File: src/image_pkg.sv
package image_pkg;

    // Every sample in the stream is one byte of grayscale intensity.
    localparam int PixelWidth = 8;

    // The weighted 3x3 sum peaks at 255 * 16 + 8 = 4088, so twelve bits
    // are enough to hold it without overflow.
    localparam int PixelSumWidth = 12;

    typedef bit [PixelWidth-1:0] pixel_t;

    // Wide enough for the sum of all products plus the rounding term.
    typedef bit [PixelSumWidth-1:0] pixel_sum_t;

endpackage : image_pkg

File: src/kernel_pkg.sv
package kernel_pkg;

    // Height and width of the square neighborhood.
    localparam int KernelSize = 3;

    localparam int KernelTaps = KernelSize * KernelSize;

    // Binomial weights in row-major order. They add up to 16.
    localparam int KernelWeights [KernelTaps] = '{
        1, 2, 1,
        2, 4, 2,
        1, 2, 1
    };

    // Half of the weight total, so that the shift rounds to nearest.
    localparam int RoundOffset = 8;

    localparam int NormShift = 4;  // Divides by the weight total.

endpackage : kernel_pkg

File: src/gaussian_kernel.sv
`timescale 1ns/1ps

module gaussian_kernel
    import image_pkg::*;
    import kernel_pkg::*;
(
    input  bit clock_i,
    input  bit reset_i,

    input  bit                      slave_valid_i,
    output bit                      slave_ready_o,
    input  pixel_t [KernelTaps-1:0] slave_data_i,

    output bit     master_valid_o,
    input  bit     master_ready_i,
    output pixel_t master_data_o
);

    bit         accept;
    pixel_sum_t weighted_sum;
    pixel_sum_t normalized;
    bit         valid_q;

    assign slave_ready_o = reset_i && master_ready_i;
    assign accept = slave_valid_i && slave_ready_o;

    // The rounding term seeds the sum.
    always_comb begin
        weighted_sum = pixel_sum_t'(RoundOffset);
        for (int i = 0; i < KernelTaps; i++) begin
            weighted_sum = weighted_sum
                + pixel_sum_t'(KernelWeights[i]) * pixel_sum_t'(slave_data_i[i]);
        end
    end

    assign normalized = weighted_sum >> NormShift;  // At most 255 after the shift.

    always_ff @(posedge clock_i) begin
        if (accept) begin
            master_data_o <= pixel_t'(normalized);
        end
    end

    always_ff @(posedge clock_i) begin
        if (!reset_i) begin
            valid_q <= 1'b0;
        end else if (master_ready_i) begin
            valid_q <= slave_valid_i;
        end
    end

    assign master_valid_o = reset_i && valid_q;

endmodule : gaussian_kernel

File: config.mk
export PLATFORM = sky130hd
export DESIGN_NAME = gaussian_kernel
export DESIGN_NICKNAME = d
export VERILOG_FILES = /design/src/image_pkg.sv /design/src/kernel_pkg.sv /design/src/gaussian_kernel.sv
export SDC_FILE = /design/constraint.sdc
export NUM_CORES = 1
export LEC_CHECK = 0
export BUFFER_PORTS_ARGS = -buffer_cell sky130_fd_sc_hd__buf_2
export CAP_MARGIN = 0
export CORE_MARGIN = 2
export CORE_UTILIZATION = 50
export DETAILED_ROUTE_END_ITERATION = 8
export PLACE_DENSITY = 0.83
export SLEW_MARGIN = 20
export SYNTH_ARGS = -nofsm -noshare
export SYNTH_HDL_FRONTEND = slang
export SYNTH_SLANG_ARGS = --single-unit
File: constraint.sdc
create_clock -name clock_i -period 4.4 [get_ports clock_i]
set_clock_uncertainty 0.15 [all_clocks]
set_input_delay 0.22 -clock clock_i [delete_from_list [all_inputs] [get_ports clock_i]]
set_output_delay 0.22 -clock clock_i [all_outputs]
set_load 0.02 [all_outputs]
Yosys cells after proc, flatten, opt, wreduce, memory -nomap -nowiden

Cells that the tools add are included.

$add $sub $neg: 9
Reductions and logical operators: 3

Operators by type and width:

| cell                                                         | count |
|---|---|
| 12-bit by 8-bit adder with 12-bit output                     | 2 |
| 12-bit by 9-bit adder with 12-bit output                     | 2 |
| 11-bit by 9-bit adder with 12-bit output                     | 1 |
| 12-bit by 10-bit adder with 12-bit output                    | 1 |
| 10-bit by 8-bit adder with 11-bit output                     | 1 |
| 9-bit by 9-bit adder with 10-bit output                      | 1 |
| 4-bit by 8-bit adder with 9-bit output, first input constant | 1 |
| 1-bit logical AND                                            | 3 |

Logic and storage cells: 14
Flip-flop bits (word level): 9
Output and inout port bits: 10

Longest topological paths before layout

Gate-level depths: netlist of the first run.

Word-level depth: 9
Depth in mapped cells: 15
Gate-level depth less buffers: 15

Worst setup path after synthesis of the first run

No wires, ideal clock.

Kind: in2reg
Start: input slave_data_i[4] (netlist name)
End: register master_data_o[7], data pin
Stages on the path: 14
Setup time: 0.264 ns
Path slack: 0.454 ns
Data arrival time: 3.533 ns
Cell sequence: inv_1 > fa_1 > inv_1 > fa_1 > fa_1 > inv_1 > fa_1 > inv_1 > ha_1 > a21oi_1 > o21ai_2 > o2111ai_1 > a31oi_1 > xor2_1

Word-level cells in the longest chain between the ends: 9

Ends and longest elaborated chain:

| item                                      | line                  | source |
|---|---|---|
| from (decl)                               | gaussian_kernel.sv:12 | `input pixel_t [KernelTaps-1:0] slave_data_i,` |
| 4-bit by 8-bit adder with 9-bit output    | gaussian_kernel.sv:32 | `+ pixel_sum_t'(KernelWeights[i]) * pixel_sum_t'(slave_data_i[i]);` |
| 9-bit by 9-bit adder with 10-bit output   | gaussian_kernel.sv:32 |  |
| 10-bit by 8-bit adder with 11-bit output  | gaussian_kernel.sv:32 |  |
| 11-bit by 9-bit adder with 12-bit output  | gaussian_kernel.sv:32 |  |
| 12-bit by 10-bit adder with 12-bit output | gaussian_kernel.sv:32 |  |
| 12-bit by 9-bit adder with 12-bit output  | gaussian_kernel.sv:32 |  |
| 12-bit by 8-bit adder with 12-bit output  | gaussian_kernel.sv:32 |  |
| 12-bit by 9-bit adder with 12-bit output  | gaussian_kernel.sv:32 |  |
| 12-bit by 8-bit adder with 12-bit output  | gaussian_kernel.sv:32 |  |
| via weighted_sum[11]                      | gaussian_kernel.sv:20 | `pixel_sum_t weighted_sum;` |
| to (signal assigned)                      | gaussian_kernel.sv:40 | `master_data_o <= pixel_t'(normalized);` |
| to (decl)                                 | gaussian_kernel.sv:16 | `output pixel_t master_data_o` |

The timed path passes the listed nets, and every way through them passes these cells.
A chain may end at the register's enable or synchronous reset.

Final worst setup path of the first run

Same ends and word-level chain as after synthesis.

==> results of run 1 <==
-- logic make-up after synthesis --
kind of cell	synth area share, %
and+or+nand+nor	3.826
AOI/OAI and AO/OA	6.225
DFF	11.88
buffers and inverters	15.59
adders and majority gates	59.28
xor gates and xnor gates	3.198
-- cell type report --
| type | instances | share of cell area, % |
|---|---|---|
| tap | 52 | 2.386 |
| inverter | 91 | 12.53 |
| multi-input combinational | 116 | 58.28 |
| clock buffer | 4 | 1.652 |
| timing repair buffer | 85 | 15.60 |
| sequential | 9 | 9.546 |
-- layout by cell type (no fill, tap or decap), types with 2 or more instances in the layout --
master	count
a21o_1	4
a21oi_1	6
a31oi_1	2
and2_1	2
buf_2	85
clkbuf_8	3
edfxtp_1	8
fa_1	53
ha_1	19
inv_1	91
nand2_1	4
nand2b_1	3
o211ai_1	2
o21ai_0	3
xnor2_1	2
xor2_1	6
-- worst max-delay path: cells and delay by family --
| kind | cells | cell delay [ns] |
|---|---|---|
| AOI/OAI and AO/OA | 4 | 0.65 |
| xor gates and xnor gates | 1 | 0.15 |
| adders and majority gates | 5 | 2.46 |
| buffers and inverters | 5 | 0.28 |
-- metal layers --
metal / vias to the layer above / part of all wire (%)
li1: 795 / -
met1: 790 / 34
met2: 56 / 60
met3: 4 / 4.8
met4: 0 / 0.70
met5: - / 0
-- worst max-delay path by stage --
stage / start / end / slack (ns) / depth (start not counted)
after detailed placement: slave_data_i[4] / master_data_o[7] / 0.17 / 15
after floorplan: slave_data_i[4] / master_data_o[7] / 0.45 / 14
after CTS: slave_data_i[4] / master_data_o[7] / 0.42 / 15
after global routing: slave_data_i[4] / master_data_o[7] / 0.20 / 15
after global placement: slave_data_i[4] / master_data_o[7] / 0.27 / 15
final: slave_data_i[4] / master_data_o[7] / 0.44 / 15
-- sequential cells by signal, summed over array words and instances (netlist names) --
signal / cells
valid_q: 1
master_data_o: 8
-- stage by stage --
stage               power, uW  setup WS, ns  instances
floorplan                1396        0.4537        216
global placement         1678        0.2705        353
detailed placement       1720        0.1691        353
CTS                      1826        0.4155        357
global route             2056        0.2019        357
finish                   1787        0.4357        357
-- power by group through the flow --
| stage | Sequential, uW | Clock [uW] | Combinational [uW] |
|---|---|---|---|
| 2_1_floorplan | 277 | 0 | 1120 |
| 3_3_place_gp | 229 | 0 | 1450 |
| 3_5_place_dp | 228 | 0 | 1490 |
| 4_1_cts | 228 | 94.5 | 1500 |
| 5_1_grt | 232 | 100 | 1720 |
| 6_report | 227 | 89.7 | 1470 |
==> impl_metrics.py, run 1 <==
metrics = {
    "timing": {
        "fin_setup_tns_ns": 0,
        "fin_crit_sh_pct": 90.10,
        "final_hold_viol_count": 0,
        "setup_viol": 0,
        "rsz0062_at_grt": "false",
        "tightest_slew_ns": 0.3693,
        "period_needed_ns": 3.964,
        "hold_ws_ns": 0.1226,
        "slew_viol_final": 0,
        "fmax_ghz": 0.2522,
        "slew_headroom_pct": 75.38,
    },
    "place": {
        "numPortBuffers": 85,
        "finalWeightedCongestion": 0.8032,
        "dpl-instance-area_um2": 2681,
        "hpwl_mm": 3.684,
    },
    "cells_and_area": {
        "syn_to_final_growth_pct": 24.44,
        "fin_nets": 454,
        "drive_above_1_share_pct": 29.84,
        "final_area_um2": 2726,
        "multiInputGateArea_um2": 1589,
        "utilization_pct": 63.49,
        "final-seq-area_um2": 260.3,
        "num_antenna_cells": 0,
        "fillers": 372,
    },
    "min_path": {
        "hp-class": "primary input to flop",
        "worstHoldStart": "master_ready_i",
        "min_path_cells": 3,
        "hold-path-endpoint": "valid_q",
    },
    "critical_path": {
        "rrSetupSlack_ns": 3.56,
        "end_kind": "flop",
        "worst-path-max-fanout": 5,
        "r2r-end": "valid_q",
        "worstPathArrival_ns": 3.78,
        "r2r-start": "valid_q",
        "worstPathRequired_ns": 4.22,
        "crit_path_start_kind": "primary input",
        "cpPeakStageDelay_ns": 0.54,
        "reg2regPathDepth": 2,
        "path_cells": "buf_2 -> inv_1 -> fa_1 -> inv_1 -> fa_1 -> fa_1 -> inv_1 -> fa_1 -> inv_1 -> ha_1 -> a21oi_1 -> o21ai_2 -> o2111ai_1 -> a31oi_1 -> xor2_1",
        "crit_type": "primary input to flop",
        "crit_slowest_cell": "fa_1",
    },
    "power": {
        "clock_power_share_pct": 5.0,
        "switchingPower_uw": 857.4,
        "vdd_drop_max_uv": 358.1,
        "switching_share_pct": 47.98,
        "comb_power_share_pct": 82.3,
        "power.internal_uw": 929.4,
        "seqPwrFrac_pct": 12.7,
        "power_density_nw_per_um2": 655.4,
        "power_leakage_uw": 0.001605,
    },
    "synth": {
        "synth_edf_count": 8,
        "yosysUniqueCellTypes": 25,
        "synthCells": 216,
        "synth_nets": 364,
        "synth_area_um2": 2191,
        "yosysSeqAreaShare_pct": 11.88,
        "synth_top_area_share_pct": 48.43,
        "synth.area.top_cells": "fa_1 (48%), inv_1 (16%), edfxtp_1 (11%)",
        "ys_top_cells_by_count": "inv_1 (91), fa_1 (53), ha_1 (19), edfxtp_1 (8)",
        "synth.most_common_cell": "inv_1",
        "ys_seq_elements": 9,
        "yosys_most_used_dff": "edfxtp_1",
        "ys_warn_count": 0,
        "synth_area_leader_cell": "fa_1",
        "async_flop_share_pct": 0,
        "avgSynthCellArea_um2": 10.14,
    },
    "clock_tree": {
        "numCtsBuffers": 3,
        "insertion_delay_ns": 0.22,
        "htree_levels": 1,
        "cts_setup_buffers": 0,
        "root_buffer": "clkbuf_8",
        "cts_buffer_depth": 2,
        "cts_hold_buf": 0,
        "cts_tree": "built",
        "ctsResizeCount": 0,
        "clkSinkCount": 9,
        "path_clk_slew_ns": 0.04,
    },
    "global_routing": {
        "antenna_found_initial": 0,
        "use_met3_pct": 2.020,
        "grt_use_met1_pct": 19.22,
        "grt_pass1_wl_mm": 6.989,
        "gr-total-overflow": 0,
        "grt_use_total_pct": 17.45,
        "grt_pass1_vias": 1804,
        "busiest_layer": "met2",
        "grt_max_degree": 10,
        "use_met2_pct": 35.98,
    },
    "floorplanning": {
        "start_util_pct": 51.02,
        "chipWidth_um": 70.20,
        "die_area_um2": 4927,
        "num_rows": 24,
        "io_pins": 86,
        "die_y_um": 70.20,
        "coreArea_um2": 4294,
    },
    "run_status": {
        "status": "finished, final reports clean",
    },
    "detailed_routing": {
        "route.detailed.drc": 0,
        "vias_per_cell": 4.608,
        "ant_nets": 0,
        "wirelength_mm": 3.739,
        "via_count": 1645,
        "drt_iter0_drc": 32,
        "firstDrtPassIters": 4,
        "wl_per_cell_um": 10.47,
    },
    "flow_run": {
        "maxCapViolations": 0,
    },
}
Power figures use the tool's default switching activity.
==> inputs of run 2 (changes only) <==
--- a/config.mk
+++ b/config.mk
@@ -6,7 +6,6 @@
 export NUM_CORES = 1
 export LEC_CHECK = 0
 export BUFFER_PORTS_ARGS = -buffer_cell sky130_fd_sc_hd__buf_2
-export CAP_MARGIN = 0
 export CORE_MARGIN = 2
 export CORE_UTILIZATION = 50
 export DETAILED_ROUTE_END_ITERATION = 8
==> constraint.sdc (replaced) <==
create_clock -name clock_i -period 4 [get_ports clock_i]
set_clock_uncertainty 0.15 [all_clocks]
set_input_delay 0.2 -clock clock_i [delete_from_list [all_inputs] [get_ports clock_i]]
set_output_delay 0.2 -clock clock_i [all_outputs]
set_load 0.02 [all_outputs]
==> impl_metrics.py, run 2 (same netlist as run 1, synthesis figures left out) <==
metrics = {
    "global_routing": {
        "grt_pass1_wl_mm": 7.072,
        "antenna_found_initial": 0,
        "grt_pass1_vias": 1824,
        "grt_max_degree": 10,
        "grt_use_total_pct": 18.12,
        "gr-total-overflow": 0,
    },
    "clock_tree": {
        "path_clk_slew_ns": 0.04,
        "cts_setup_buffers": 0,
        "root_buffer": "clkbuf_8",
        "cts_tree": "built",
        "numCtsBuffers": 3,
        "cts_buffer_depth": 2,
        "htree_levels": 1,
        "insertion_delay_ns": 0.23,
        "clkSinkCount": 9,
    },
    "timing": {
        "slew_headroom_pct": 74.62,
        "period_needed_ns": 3.814,
        "fin_crit_sh_pct": 95.35,
        "fmax_ghz": 0.2622,
        "tightest_slew_ns": 0.3807,
        "setup_viol": 0,
        "rsz0062_at_grt": "false",
        "slew_viol_final": 0,
        "final_hold_viol_count": 0,
    },
    "floorplanning": {
        "num_rows": 24,
        "die_area_um2": 4927,
        "io_pins": 86,
        "chipWidth_um": 70.20,
        "coreArea_um2": 4294,
        "die_y_um": 70.20,
        "start_util_pct": 51.02,
    },
    "place": {
        "dp_cells": 358,
        "numPortBuffers": 85,
        "hpwl_mm": 3.796,
        "finalWeightedCongestion": 0.7990,
    },
    "critical_path": {
        "end_kind": "flop",
        "cp_num_buf_inv": 5,
        "crit_type": "primary input to flop",
        "crit_path_start_kind": "primary input",
        "worst-path-max-fanout": 4,
        "path_cells": "buf_2 -> inv_1 -> fa_1 -> inv_1 -> fa_1 -> fa_1 -> inv_1 -> fa_1 -> inv_1 -> ha_1 -> and4_2 -> a21oi_1 -> o21ai_0 -> xor2_1",
        "worstPathArrival_ns": 3.64,
        "crit_family": "adder cells",
        "cpPeakStageDelay_ns": 0.54,
        "worstPathRequired_ns": 3.82,
        "crit_slowest_cell": "fa_1",
    },
    "power": {
        "power_leakage_uw": 0.001630,
        "vdd_drop_max_uv": 410.2,
        "power_density_nw_per_um2": 772.1,
    },
    "min_path": {
        "hp-class": "primary input to flop",
    },
    "cells_and_area": {
        "largest_register_ffs": 8,
        "layoutNonFillerInstCount": 362,
        "reg_top3": "master_data_o: 8 flops, valid_q: 1 flops",
        "utilization_pct": 64.60,
        "fin_nets": 459,
        "num_antenna_cells": 0,
        "fillers": 358,
        "drive_above_1_share_pct": 31.61,
        "final_cell_mix": "inv_1 (91), buf_2 (85), fa_1 (53)",
        "final_common_cell": "inv_1",
        "top_register": "master_data_o",
        "syn_to_final_growth_pct": 26.61,
    },
    "detailed_routing": {
        "wl_per_cell_um": 10.81,
        "ant_nets": 0,
        "wirelength_mm": 3.912,
        "route.detailed.drc": 0,
        "via_count": 1640,
        "drt_iter0_drc": 26,
        "vias_per_cell": 4.530,
        "firstDrtPassIters": 4,
    },
    "flow_run": {
        "maxCapViolations": 0,
    },
    "run_status": {
        "status": "finished, final reports clean",
    },
}
-- run 2: area by class of cell --
class	instances	area [um2]	area share, %
clock buffer	4	45.04	1.624
timing repair buffer	90	462.9	16.69
tap	52	65.06	2.346
sequential	9	260.3	9.382
inverter	91	341.6	12.31
multi-input combinational	116	1599	57.65
-- run 2: per-layer routing --
layer | global-route usage, % | wire length, um | up-vias
met5 | 0 | 0 | -
met2 | 37.88 | 2398 | 55
met3 | 2.309 | 210 | 2
li1 | - | - | 808
met1 | 18.20 | 1284 | 775
met4 | 4.915 | 19 | 0
-- run 2: worst register-to-register path, cell delays in order (launching register included) --
cell and delay, ns:
dfxtp_1 0.30, and2_1 0.15, a21o_1 0.17
-- run 2: where the power goes --
group          leakage (uW)  internal, uW  switching, uW
clock             0.0000228          69.4           35.5
combinational       0.00153           840            948
sequential        0.0000809           241           7.57
total               0.00163          1150            991
-- run 2: timing repair --
item | in CTS | in global routing
hold buffers | 0 | 0
setup endpoints to repair | 0 | 2
resized for setup | 0 | 2
-- run 2: final timing paths --
path	from	to	slack (ns)	cells after the start
min	master_ready_i	valid_q	0.09	3
min reg2reg	valid_q	valid_q	0.45	2
max reg2reg	valid_q	valid_q	3.13	2
max	slave_data_i[4]	master_data_o[6]	0.19	14
-- run 2: per-stage QoR --
step / area (um2) / hold WS (ns) / total power [uW] / worst slack (ns) / TNS [ns]
final: 2774 / 0.08619 / 2142 / 0.1859 / 0
after global placement: 2719 / 0.3210 / 1984 / -0.05717 / -0.1113
after floorplan: 2191 / 0.1984 / 1535 / 0.07370 / 0
after detailed placement: 2719 / 0.3240 / 2034 / -0.1176 / -0.3141
after global routing: 2774 / 0.09976 / 2438 / 0.01802 / 0
after CTS: 2764 / 0.08021 / 2152 / 0.1369 / 0
