[src/image_pkg.sv]
package image_pkg;

    // Every sample in the stream is one byte of grayscale intensity.
    localparam int PixelWidth = 8;

    // The weighted 3x3 sum peaks at 255 * 16 + 8 = 4088, so twelve bits
    // are enough to hold it without overflow.
    localparam int PixelSumWidth = 12;

    typedef bit [PixelWidth-1:0] pixel_t;

    // Wide enough for the sum of all products plus the rounding term.
    typedef bit [PixelSumWidth-1:0] pixel_sum_t;

endpackage : image_pkg

[src/kernel_pkg.sv]
package kernel_pkg;

    // Height and width of the square neighborhood.
    localparam int KernelSize = 3;

    localparam int KernelTaps = KernelSize * KernelSize;

    // Binomial weights in row-major order. They add up to 16.
    localparam int KernelWeights [KernelTaps] = '{
        1, 2, 1,
        2, 4, 2,
        1, 2, 1
    };

    // Half of the weight total, so that the shift rounds to nearest.
    localparam int RoundOffset = 8;

    localparam int NormShift = 4;  // Divides by the weight total.

endpackage : kernel_pkg

[src/horizontal_sliding_window.sv]
`timescale 1ns/1ps

module horizontal_sliding_window
    import image_pkg::*;
    import kernel_pkg::*;
#(
    parameter int InWidth = 640
) (
    input  bit clock_i,
    input  bit reset_i,

    input  bit                      slave_valid_i,
    output bit                      slave_ready_o,
    input  pixel_t [KernelSize-1:0] slave_data_i,

    output bit                      master_valid_o,
    input  bit                      master_ready_i,
    output pixel_t [KernelTaps-1:0] master_data_o
);

    typedef bit [$clog2(InWidth)-1:0] column_t;

    bit      accept;
    column_t column;
    bit      valid_q;

    // Entry 0 is the previous column, the last entry the oldest one.
    pixel_t [KernelSize-1:0] history [KernelSize-1];
    pixel_t [KernelTaps-1:0] window;

    assign slave_ready_o = reset_i && master_ready_i;
    assign accept = slave_valid_i && slave_ready_o;

    always_ff @(posedge clock_i) begin
        if (!reset_i) begin
            column <= '0;
        end else if (accept) begin
            if (column == column_t'(InWidth - 1)) begin
                column <= '0;
            end else begin
                column <= column + column_t'(1);
            end
        end
    end

    always_ff @(posedge clock_i) begin
        if (accept) begin
            history[0] <= slave_data_i;
            for (int k = 1; k < KernelSize - 1; k++) begin
                history[k] <= history[k-1];
            end
        end
    end

    // Row-major neighborhood with the incoming column on the right.
    always_comb begin
        for (int r = 0; r < KernelSize; r++) begin
            for (int k = 0; k < KernelSize - 1; k++) begin
                window[r*KernelSize+k] = history[KernelSize-2-k][r];
            end
            window[r*KernelSize+KernelSize-1] = slave_data_i[r];
        end
    end

    always_ff @(posedge clock_i) begin
        if (accept) begin
            master_data_o <= window;
        end
    end

    // Early columns would mix pixels from the end of the previous row.
    always_ff @(posedge clock_i) begin
        if (!reset_i) begin
            valid_q <= 1'b0;
        end else if (master_ready_i) begin
            valid_q <= slave_valid_i && (column >= column_t'(KernelSize - 1));
        end
    end

    assign master_valid_o = reset_i && valid_q;

endmodule : horizontal_sliding_window

[config.mk]
export PLATFORM = sky130hd
export DESIGN_NAME = horizontal_sliding_window
export DESIGN_NICKNAME = d
export VERILOG_FILES = /design/src/image_pkg.sv /design/src/kernel_pkg.sv /design/src/horizontal_sliding_window.sv
export SDC_FILE = /design/constraint.sdc
export NUM_CORES = 1
export LEC_CHECK = 0
export BUFFER_PORTS_ARGS = -buffer_cell sky130_fd_sc_hd__clkbuf_2
export CORE_MARGIN = 1
export CORE_UTILIZATION = 30
export CTS_CLUSTER_DIAMETER = 80
export DETAILED_ROUTE_END_ITERATION = 6
export GPL_TIMING_DRIVEN = 0
export SYNTH_ARGS = -nofsm -noshare
export SYNTH_HDL_FRONTEND = slang
export SYNTH_SLANG_ARGS = --single-unit
[constraint.sdc]
create_clock -name clock_i -period 7.2 [get_ports clock_i]
set_input_delay 0.72 -clock clock_i [delete_from_list [all_inputs] [get_ports clock_i]]
set_output_delay 0.72 -clock clock_i [all_outputs]
set_load 0.005 [all_outputs]
# Yosys cells after proc, flatten, opt, wreduce, memory -nomap -nowiden
# Memory sizes are Yosys's and may differ from the RTL's. A register that Yosys moved wholly into a read port is not among the register bits.
# Cells that the tools add are included.
# word_totals
word_cells,19
register_bits,59
ram_bits,48
out_inout_bits,74
in_bits,28
mem_count,1
# mem_list
memory,words,word_bits,read_ports,rd_clocked_by_memory_dff,wr,line_no,source
history,2,24,2,1,2,horizontal_sliding_window.sv:28,pixel_t [KernelSize-1:0] history [KernelSize-1];
# op_classes
n_lt_le_gt_ge,1
eq_ne,1
n_reduce_logical,4
muxes,3
add_sub_neg,1
# ops
operator,n
"10-bit by 1-bit adder with 10-bit output, second input constant",1
"10-bit equality test, second input constant",1
"10-bit by 2-bit >= comparator with 1-bit output, second input constant",1
10-bit two-way mux,1
1-bit logical AND,4
1-bit two-way mux,2

# Logic depth before layout (Yosys ltp)
# Gate-level depths: netlist (run 1).
# depth
depth_word,4
ltp_mapped,5
mapped_depth_nobuf,5

# Least setup slack after synthesis (run 1)
# No wires, ideal clock.
# synth_path
kind,input-to-reg
from,in slave_valid_i
to,reg column[8]
path_buffers,0
cell_stages,5
setup_slack_ps,3190
required_time_ps,7085
arrival_time_ps,3895
cell_sequence,nand3_4 > inv_1 > nand4_1 > xnor2_1 > and2_1
# synth_via
elab_chain_len,1
# synth_rtl
item,line_no,source
"start, declared",horizontal_sliding_window.sv:12,"input bit slave_valid_i,"
1-bit logical AND,horizontal_sliding_window.sv:32,assign accept = slave_valid_i && slave_ready_o;
via accept,horizontal_sliding_window.sv:23,bit accept;
"end signal, assigned",horizontal_sliding_window.sv:41,column <= column + column_t'(1);
"end, declared",horizontal_sliding_window.sv:24,column_t column;
# The timed path passes the listed nets, and every way through them passes these cells.
# A chain may end at the register's enable or synchronous reset.

# Final worst setup path (run 1)
# layout_path
from,in reset_i
to,reg column[6]
# layout_via
elab_chain_len,2
# layout_rtl
item,line_no,source
"start, declared",horizontal_sliding_window.sv:10,"input bit reset_i,"
1-bit logical AND,horizontal_sliding_window.sv:31,assign slave_ready_o = reset_i && master_ready_i;
1-bit logical AND,horizontal_sliding_window.sv:32,
via accept,horizontal_sliding_window.sv:23,
# The timed path passes the listed nets, and every way through them passes these cells.

==> results of run 1 <==
==> area by class of cell <==
type	instances	area, um2	share of cell area [%]
Inverter	3	13.8	0.246
Timing Repair Buffer	102	533	9.51
Clock inverter	15	236	4.22
Tap cell	176	220	3.93
Sequential cell	131	3820	68.2
Multi-Input combinational cell	52	353	6.29
Clock buffer	17	425	7.59
==> cells by family (layout without fill, tap and decap cells) <==
kind of cell	Yosys count	count (layout)	share of synthesized area, %
buffers and inverters	3	137	0.269
and+or+nand+nor	38	38	5.44
AOI/OAI and AO/OA	4	4	0.717
DFF	131	131	91.3
xor gates and xnor gates	8	8	1.67
adders and majority gates	2	2	0.597
==> sequential cells by signal, indices dropped and copies added, names as in the netlist <==
signal / cells
master_data_o: 72
history: 48
column: 10
valid_q: 1
==> worst paths after layout <==
path         cells past startpoint          endpoint
max                              7         column[6]
min                              0  master_data_o[6]
max reg2reg                      5         column[7]
min reg2reg                      0  master_data_o[6]
==> layer usage <==
metal,part of all wire [%],wire [um],vias up,GRT usage (%)
met3,6.2,397,11,5.04
met1,43,2770,976,10.7
met5,0,0,-,0
li1,-,-,974,-
met4,2.0,130,0,6.33
met2,49,3130,68,14.2
==> where the power goes <==
| group | leakage, nW | switching [mW] | internal (mW) |
|---|---|---|---|
| sequential | 1.19 | 0.00628 | 0.851 |
| combinational | 0.555 | 0.0226 | 0.0141 |
| clock | 0.312 | 0.309 | 0.646 |
| total | 2.06 | 0.338 | 1.51 |
==> synthesized netlist by cell type <==
master,instances,area (um2)
sky130_fd_sc_hd__dfxtp_1,11,220
sky130_fd_sc_hd__inv_1,3,11.3
sky130_fd_sc_hd__nand3_1,5,25.0
sky130_fd_sc_hd__nand3_4,1,17.5
sky130_fd_sc_hd__edfxtp_1,120,3600
sky130_fd_sc_hd__nor2b_1,1,6.26
sky130_fd_sc_hd__o21ai_2,1,8.76
sky130_fd_sc_hd__and4_1,1,8.76
sky130_fd_sc_hd__nor3_1,2,10.0
sky130_fd_sc_hd__nor2_2,1,6.26
sky130_fd_sc_hd__xnor2_1,8,70.1
sky130_fd_sc_hd__nor4_4,1,21.3
sky130_fd_sc_hd__ha_1,2,25.0
sky130_fd_sc_hd__nor2_1,6,22.5
sky130_fd_sc_hd__a22oi_1,1,7.51
sky130_fd_sc_hd__and3_1,2,12.5
sky130_fd_sc_hd__o22ai_1,1,6.26
sky130_fd_sc_hd__nor4_1,2,12.5
sky130_fd_sc_hd__a21boi_0,1,7.51
sky130_fd_sc_hd__and2_1,6,37.5
sky130_fd_sc_hd__nand2_1,6,22.5
sky130_fd_sc_hd__nand4_1,4,25.0
==> worst max-delay path, delay by kind of cell <==
family | cells | cell delay, ps
simple gates | 3 | 440
buf+inv | 3 | 1200
xor+xnor | 1 | 140
==> results.txt, run 1 <==
- Total number of H-tree levels: 4
* Clk_skew: 7.28 ps
* Worst slack on hold paths: 417 ps
* Pre-antenna DRT Iters: 4
- The number of hold-slack violations in the final timing report was 0.
- Top library cells by usage in the layout, fill and taps aside: sky130_fd_sc_hd__edfxtp_1, sky130_fd_sc_hd__clkbuf_2, sky130_fd_sc_hd__clkbuf_16
* Number of hold buffers added after cts: 0
* Number of max-cap violations: 0
* Vias: 2029
* Iter 0 DRT Violations: 127
* Post-Syn Instances: 186
- Setup repair after global routing left no endpoint under its margin.
- Total power consumption of the routed design: 1.85 mW
- Buffers inserted during clock tree synthesis total 17.
* Endpoint kind of the worst setup timing path: flop
- Once placement completed, the tool counted placed cells totaling 464.
- Remaining global-route overflow: 0
- Final standard cell area without fillers: 5610 um2
- Count of boundary I/O pins: 102
- Placeable Area: 13500 um2
- Setup ws final: 4990 ps
* Setup TNS Final: 0 ps
* Slew @ Worst Pin: 893 ps
* Setup slack at placement: 4490 ps
- Global-route usage over all layers: 9.60%
* Master cell of the clock root buffer: sky130_fd_sc_hd__clkbuf_16
- Antenna Violating Nets Remaining: 0
- For this run, the number of Yosys warnings is 0.
- In this run the deepest clock path goes through 2 buffers.
- The number of different library cells used by synthesis comes to 22.
* Total detailed-routing wirelength: 6430 um
- Number of slew-limit violations in the final report: 0
- Setup slack on the worst reg-to-reg path comes out at 5780 ps.
- Setup Crit Path Kind: in2reg
* Number of global-route vias before repair: 1966
- STA classifies the critical path startpoint as an input port.
* Max transition margin: 40.5%
* Post-synthesis average cell area: 22.5 um2
- Arrival time of the worst setup path: 2520 ps
* Number of nets in the layout: 337
- Routed length per placed instance: 13.0 um
* Mean number of vias per cell: 4.09
- The repair_antennas step left the layout with diodes totalling 0.
- The final critical path takes up 30.7% of the cycle.
- Worst flop-to-flop path startpoint: column[1]
- Clock transition at the registers of the reported paths: 60 ps
- CTS saw 131 sinks.
* Startpoint of the tightest hold check path: history[1][6]
- Flops & latches, synth: 131
* Initial core utilization: 31.1%
- Synthesized netlist net count: 216
- Count of input and output buffers: 101
- Dividing total power by cell area gives a power density of 330 nW/um2.
- Critical path fanouts, max: 73
- Leakage power of the design: 2.06 nW
- From left edge to right edge, the die measures 120 um.
- Summing every instance area after synthesis gives 4190 um2.
- The initialized floorplan defines 42 standard-cell rows.
- Tracing the worst setup path back leads to its startpoint at reset_i.
* Placed wire-length estimate: 4100 um
- Core occupancy in the finished layout: 41.7%
- Number of fillers in the final layout: 1256
* Largest net degree at the start of global routing: 74
- The floorplan step defined a die boundary enclosing 14400 um2.
- Final min period: 2210 ps
* Skew-Pair Late Insertion Delay: 410 ps
* TritonCTS clock tree: done
- Portion of the post-synthesis area used by sequential elements: 91.3%
- The critical path goes through clkbuf_2 -> nand3_4 -> inv_4 -> buf_16 -> nand3_1 -> xnor2_1 -> and2_1.
- Fraction of final layout cells sized beyond drive strength 1: 42.5%
* Final Setup Violations: 0
- The die is 120 um tall.
- Peak Freq: 452 MHz
* Min-Delay Path Class: reg2reg
- Once placement finished, the instance area stood at 4940 um2.
* Initial antenna violation count: 0
- Quantity of gates resized following cts: 0
- Post-CTS timing repair inserted 0 buffers for setup.
* Global-route wire length before repair: 9850 um
* DR DRC count: 0
* Filler-free cell count of the finished design: 496
- Weighted congestion reported at the end of routability-driven placement: 0.717
- The run finished with clean final reports.
* Area added between synthesis and finish: 33.9%
- Leading cell type in the layout, fill and taps excluded: sky130_fd_sc_hd__edfxtp_1
- Peak per-stage delay on the critical path: 680 ps
- Peak supply drop: 157 uV
- Slowest cell on the critical path: sky130_fd_sc_hd__inv_4
- At the worst endpoint, the required time is 7510 ps.
(Power assumes the default switching activity.)
==> run 2: changes to the inputs <==
==> constraint.sdc (replaced) <==
create_clock -name clock_i -period 2.04 [get_ports clock_i]
set_input_delay 0.204 -clock clock_i [delete_from_list [all_inputs] [get_ports clock_i]]
set_output_delay 0.204 -clock clock_i [all_outputs]
set_load 0.005 [all_outputs]
==> run 2 against run 1 <==
Against the previous run:
- first-iteration DRC count rose by 46%
- largest cell class unchanged
- sequential share of layout area fell by 1.6 points
- design area up 2.4%
- critical path depth shrank 2
- combinational power rose to 4.5 times the previous value
- worst setup slack worse by 4800 ps
- power rose to 3.2 times the previous value
- non-clock buffer count increased by 24
- utilization up 1.0 points
- hold slack got worse by 380 ps
- die area is the same
- global-route usage rose by 0.42 points
==> results.txt, run 2 (synthesized netlist as in run 1, its figures left out) <==
- Die Wd: 120 um
- Status: completed
* Setup TNS Final: 0 ps
* Final min period: 1870 ps
* Initial core utilization: 31.1%
- Counting stages on the worst path, the most repeated cell is sky130_fd_sc_hd__buf_12.
- Top library cells by usage in the layout, fill and taps aside: sky130_fd_sc_hd__edfxtp_1, sky130_fd_sc_hd__clkbuf_2, sky130_fd_sc_hd__dlygate4sd3_1
- Core occupancy in the finished layout: 42.7%
* Routed length per placed instance: 12.8 um
- At the end of routability-driven placement, the weighted congestion stood at 0.728.
- In this design, the stage delay of the slowest critical-path cell is 690 ps.
- Dividing the final minimum period by the clock period gives 91.5%.
- The slowest stage of the critical path is the sky130_fd_sc_hd__clkinvlp_4 cell.
- Std cell rows: 42
- Power share of the sequential group: 50.6%
- Global routing used 10.0% of the available tracks.
* Highest-utilization routing layer at the global route stage: met2
- The first TritonRoute pass finished after 4 iterations.
- Counting the buffers created by CTS gives 17.
- The worst setup path is captured at a flop.
- Timing would allow up to 536 MHz.
* Largest registers in the final layout: master_data_o (72), history (48), column (10)
- Clock sink count: 131
- Gates resized during post-CTS repair numbered 0.
- Total detailed-routing wirelength: 6680 um
- Met1 track demand over resource in global routing: 10.9%
* Critical path fanouts, max: 43
* Setup Crit Path Kind: in2reg
- Placed wire-length estimate: 4280 um
- Count of boundary I/O pins: 102
- In this run, the combinational gates consume 2.8% of the power.
- Number of inserted diodes: 0
* Max Buffers Root-to-Sink: 2
- Arrival time of the worst setup path: 2000 ps
- Clock transition at the registers of the reported paths: 50 ps
- Placeable Area: 13500 um2
- Leakage power of the design: 2.11 nW
* Met3 track demand over resource in global routing: 5.47%
* Max reg flops: 72
- The tree is rooted in a sky130_fd_sc_hd__clkbuf_16.
- Setup repair after global routing missed its margin: no
* Number of nets in the layout: 361
- The number of max-slew violations in the final report came to 0.
- Remaining global-route overflow: 0
* Hold Vio Cnt, Final: 0
* Slew @ Worst Pin: 857 ps
- Met2 demand-to-capacity share in global routing: 15.4%
- In this run, the number of DRC markers left after iteration 0 of detailed routing was 185.
- Die Outline Area: 14400 um2
* Fraction of final layout cells sized beyond drive strength 1: 38.7%
* Mean number of vias per cell: 4.11
* Antenna Violating Nets Remaining: 0
- The signal on the critical path passes through clkbuf_2 -> nand3_4 -> clkinvlp_4 -> buf_12 -> buf_12.
- Required time at the endpoint of the critical path: 2180 ps
- From synthesis to final layout, the design area changed by 37.0%.
* Filler-free cell count of the finished design: 520
- Clock Power Share: 46.6%
- Min-Delay Path Class: in2reg
* Placed instance count: 465
- Number of max-cap violations: 0
- Die height: 120 um
* Largest Register: master_data_o
- Global-route wire length before repair: 10300 um
- Total number of H-tree levels: 4
- PD cells: 1040 nW/um2
- The number of global-route vias before repair was 2078.
- In this run the tightest slew margin relative to its limit is 42.7%.
- Net switching is 18.8% of the power.
- The routed layout has 2135 vias.
- Sw power: 1.13 mW
- Entering global routing, the biggest net connects 44 pins.
* DR DRC count: 0
- Cell internal pwr: 4.86 mW
- The number of antenna violations at the first check in global routing came to 0.
* TritonCTS clock tree: done
* Clk_skew: 8.10 ps
- Peak supply drop: 444 uV
- The worst setup path is launched from an input port.
- Final Setup Violations: 0
* Count of input and output buffers: 101
- Skew-Pair Late Insertion Delay: 410 ps
* Leading cell type in the layout, fill and taps excluded: sky130_fd_sc_hd__edfxtp_1
run 2: cell count changes in the layout (fill, tap and decap cells not counted):
cell                            before  now
sky130_fd_sc_hd__bufinv_16           6    2
sky130_fd_sc_hd__clkinv_2            1    3
sky130_fd_sc_hd__clkinvlp_4          3    2
sky130_fd_sc_hd__clkinv_4            1    2
sky130_fd_sc_hd__dlygate4sd3_1       0   23
sky130_fd_sc_hd__clkinv_1            3    4
sky130_fd_sc_hd__buf_12              0    2
sky130_fd_sc_hd__buf_16              1    0
sky130_fd_sc_hd__inv_4               1    0
sky130_fd_sc_hd__clkbuf_1            0    3
sky130_fd_sc_hd__inv_6               1    0
run 2: metrics by stage:
step	setup WS [ps]	cell area (um2)	total power [mW]	hold slack [ps]
2_1_floorplan	-544	4190	3.12	303
3_3_place_gp	-1440	4920	3.21	395
3_5_place_dp	-267	4960	3.22	399
4_1_cts	160	5740	6.07	15.8
5_1_grt	37.8	5740	6.21	9.09
6_report	174	5740	5.99	35.1
run 2: cell type report:
| cell class | count | area (um2) |
|---|---|---|
| Fill cell | 1233 | 7710 |
| Sequential cell | 131 | 3820 |
| Timing Repair Buffer | 126 | 776 |
| Clock buffer | 20 | 437 |
| Multi-Input combinational cell | 52 | 353 |
| Tap cell | 176 | 220 |
| Clock inverter | 12 | 115 |
| Inverter | 3 | 15.0 |
run 2: worst paths after layout:
| kind | cells after the start | end | slack [ps] | from |
|---|---|---|---|---|
| setup / recovery | 5 | history[1][3] | 170 | reset_i |
| hold / removal | 1 | history[0][5] | 40 | slave_data_i[5] |
| setup reg to reg | 5 | column[8] | 650 | column[1] |
| hold reg to reg | 0 | master_data_o[3] | 410 | history[1][3] |
run 2: repair_timing:
item | in CTS | in global routing
buffers inserted | 0 | 0
hold buffers | 23 | 0
hold endpoints to repair | 46 | 0
run 2: power groups by stage:
stage / registers (mW) / clock network (mW) / logic (mW)
6_report: 3.03 / 2.79 / 0.167
4_1_cts: 3.03 / 2.87 / 0.170
5_1_grt: 3.03 / 2.99 / 0.183
3_3_place_gp: 3.09 / 0 / 0.123
2_1_floorplan: 3.09 / 0 / 0.0381
3_5_place_dp: 3.08 / 0 / 0.135
run 2: per-layer routing:
layer	vias up	wire length, um
met5	-	0
met4	0	118
met3	11	386
met2	67	3300
met1	1040	2870
li1	1017	-
run 2: worst max-delay path: cells and delay by family:
| family | cells | cell delay (ps) |
|---|---|---|
| buffers and inverters | 4 | 1560 |
| AND/OR/NAND/NOR | 1 | 180 |
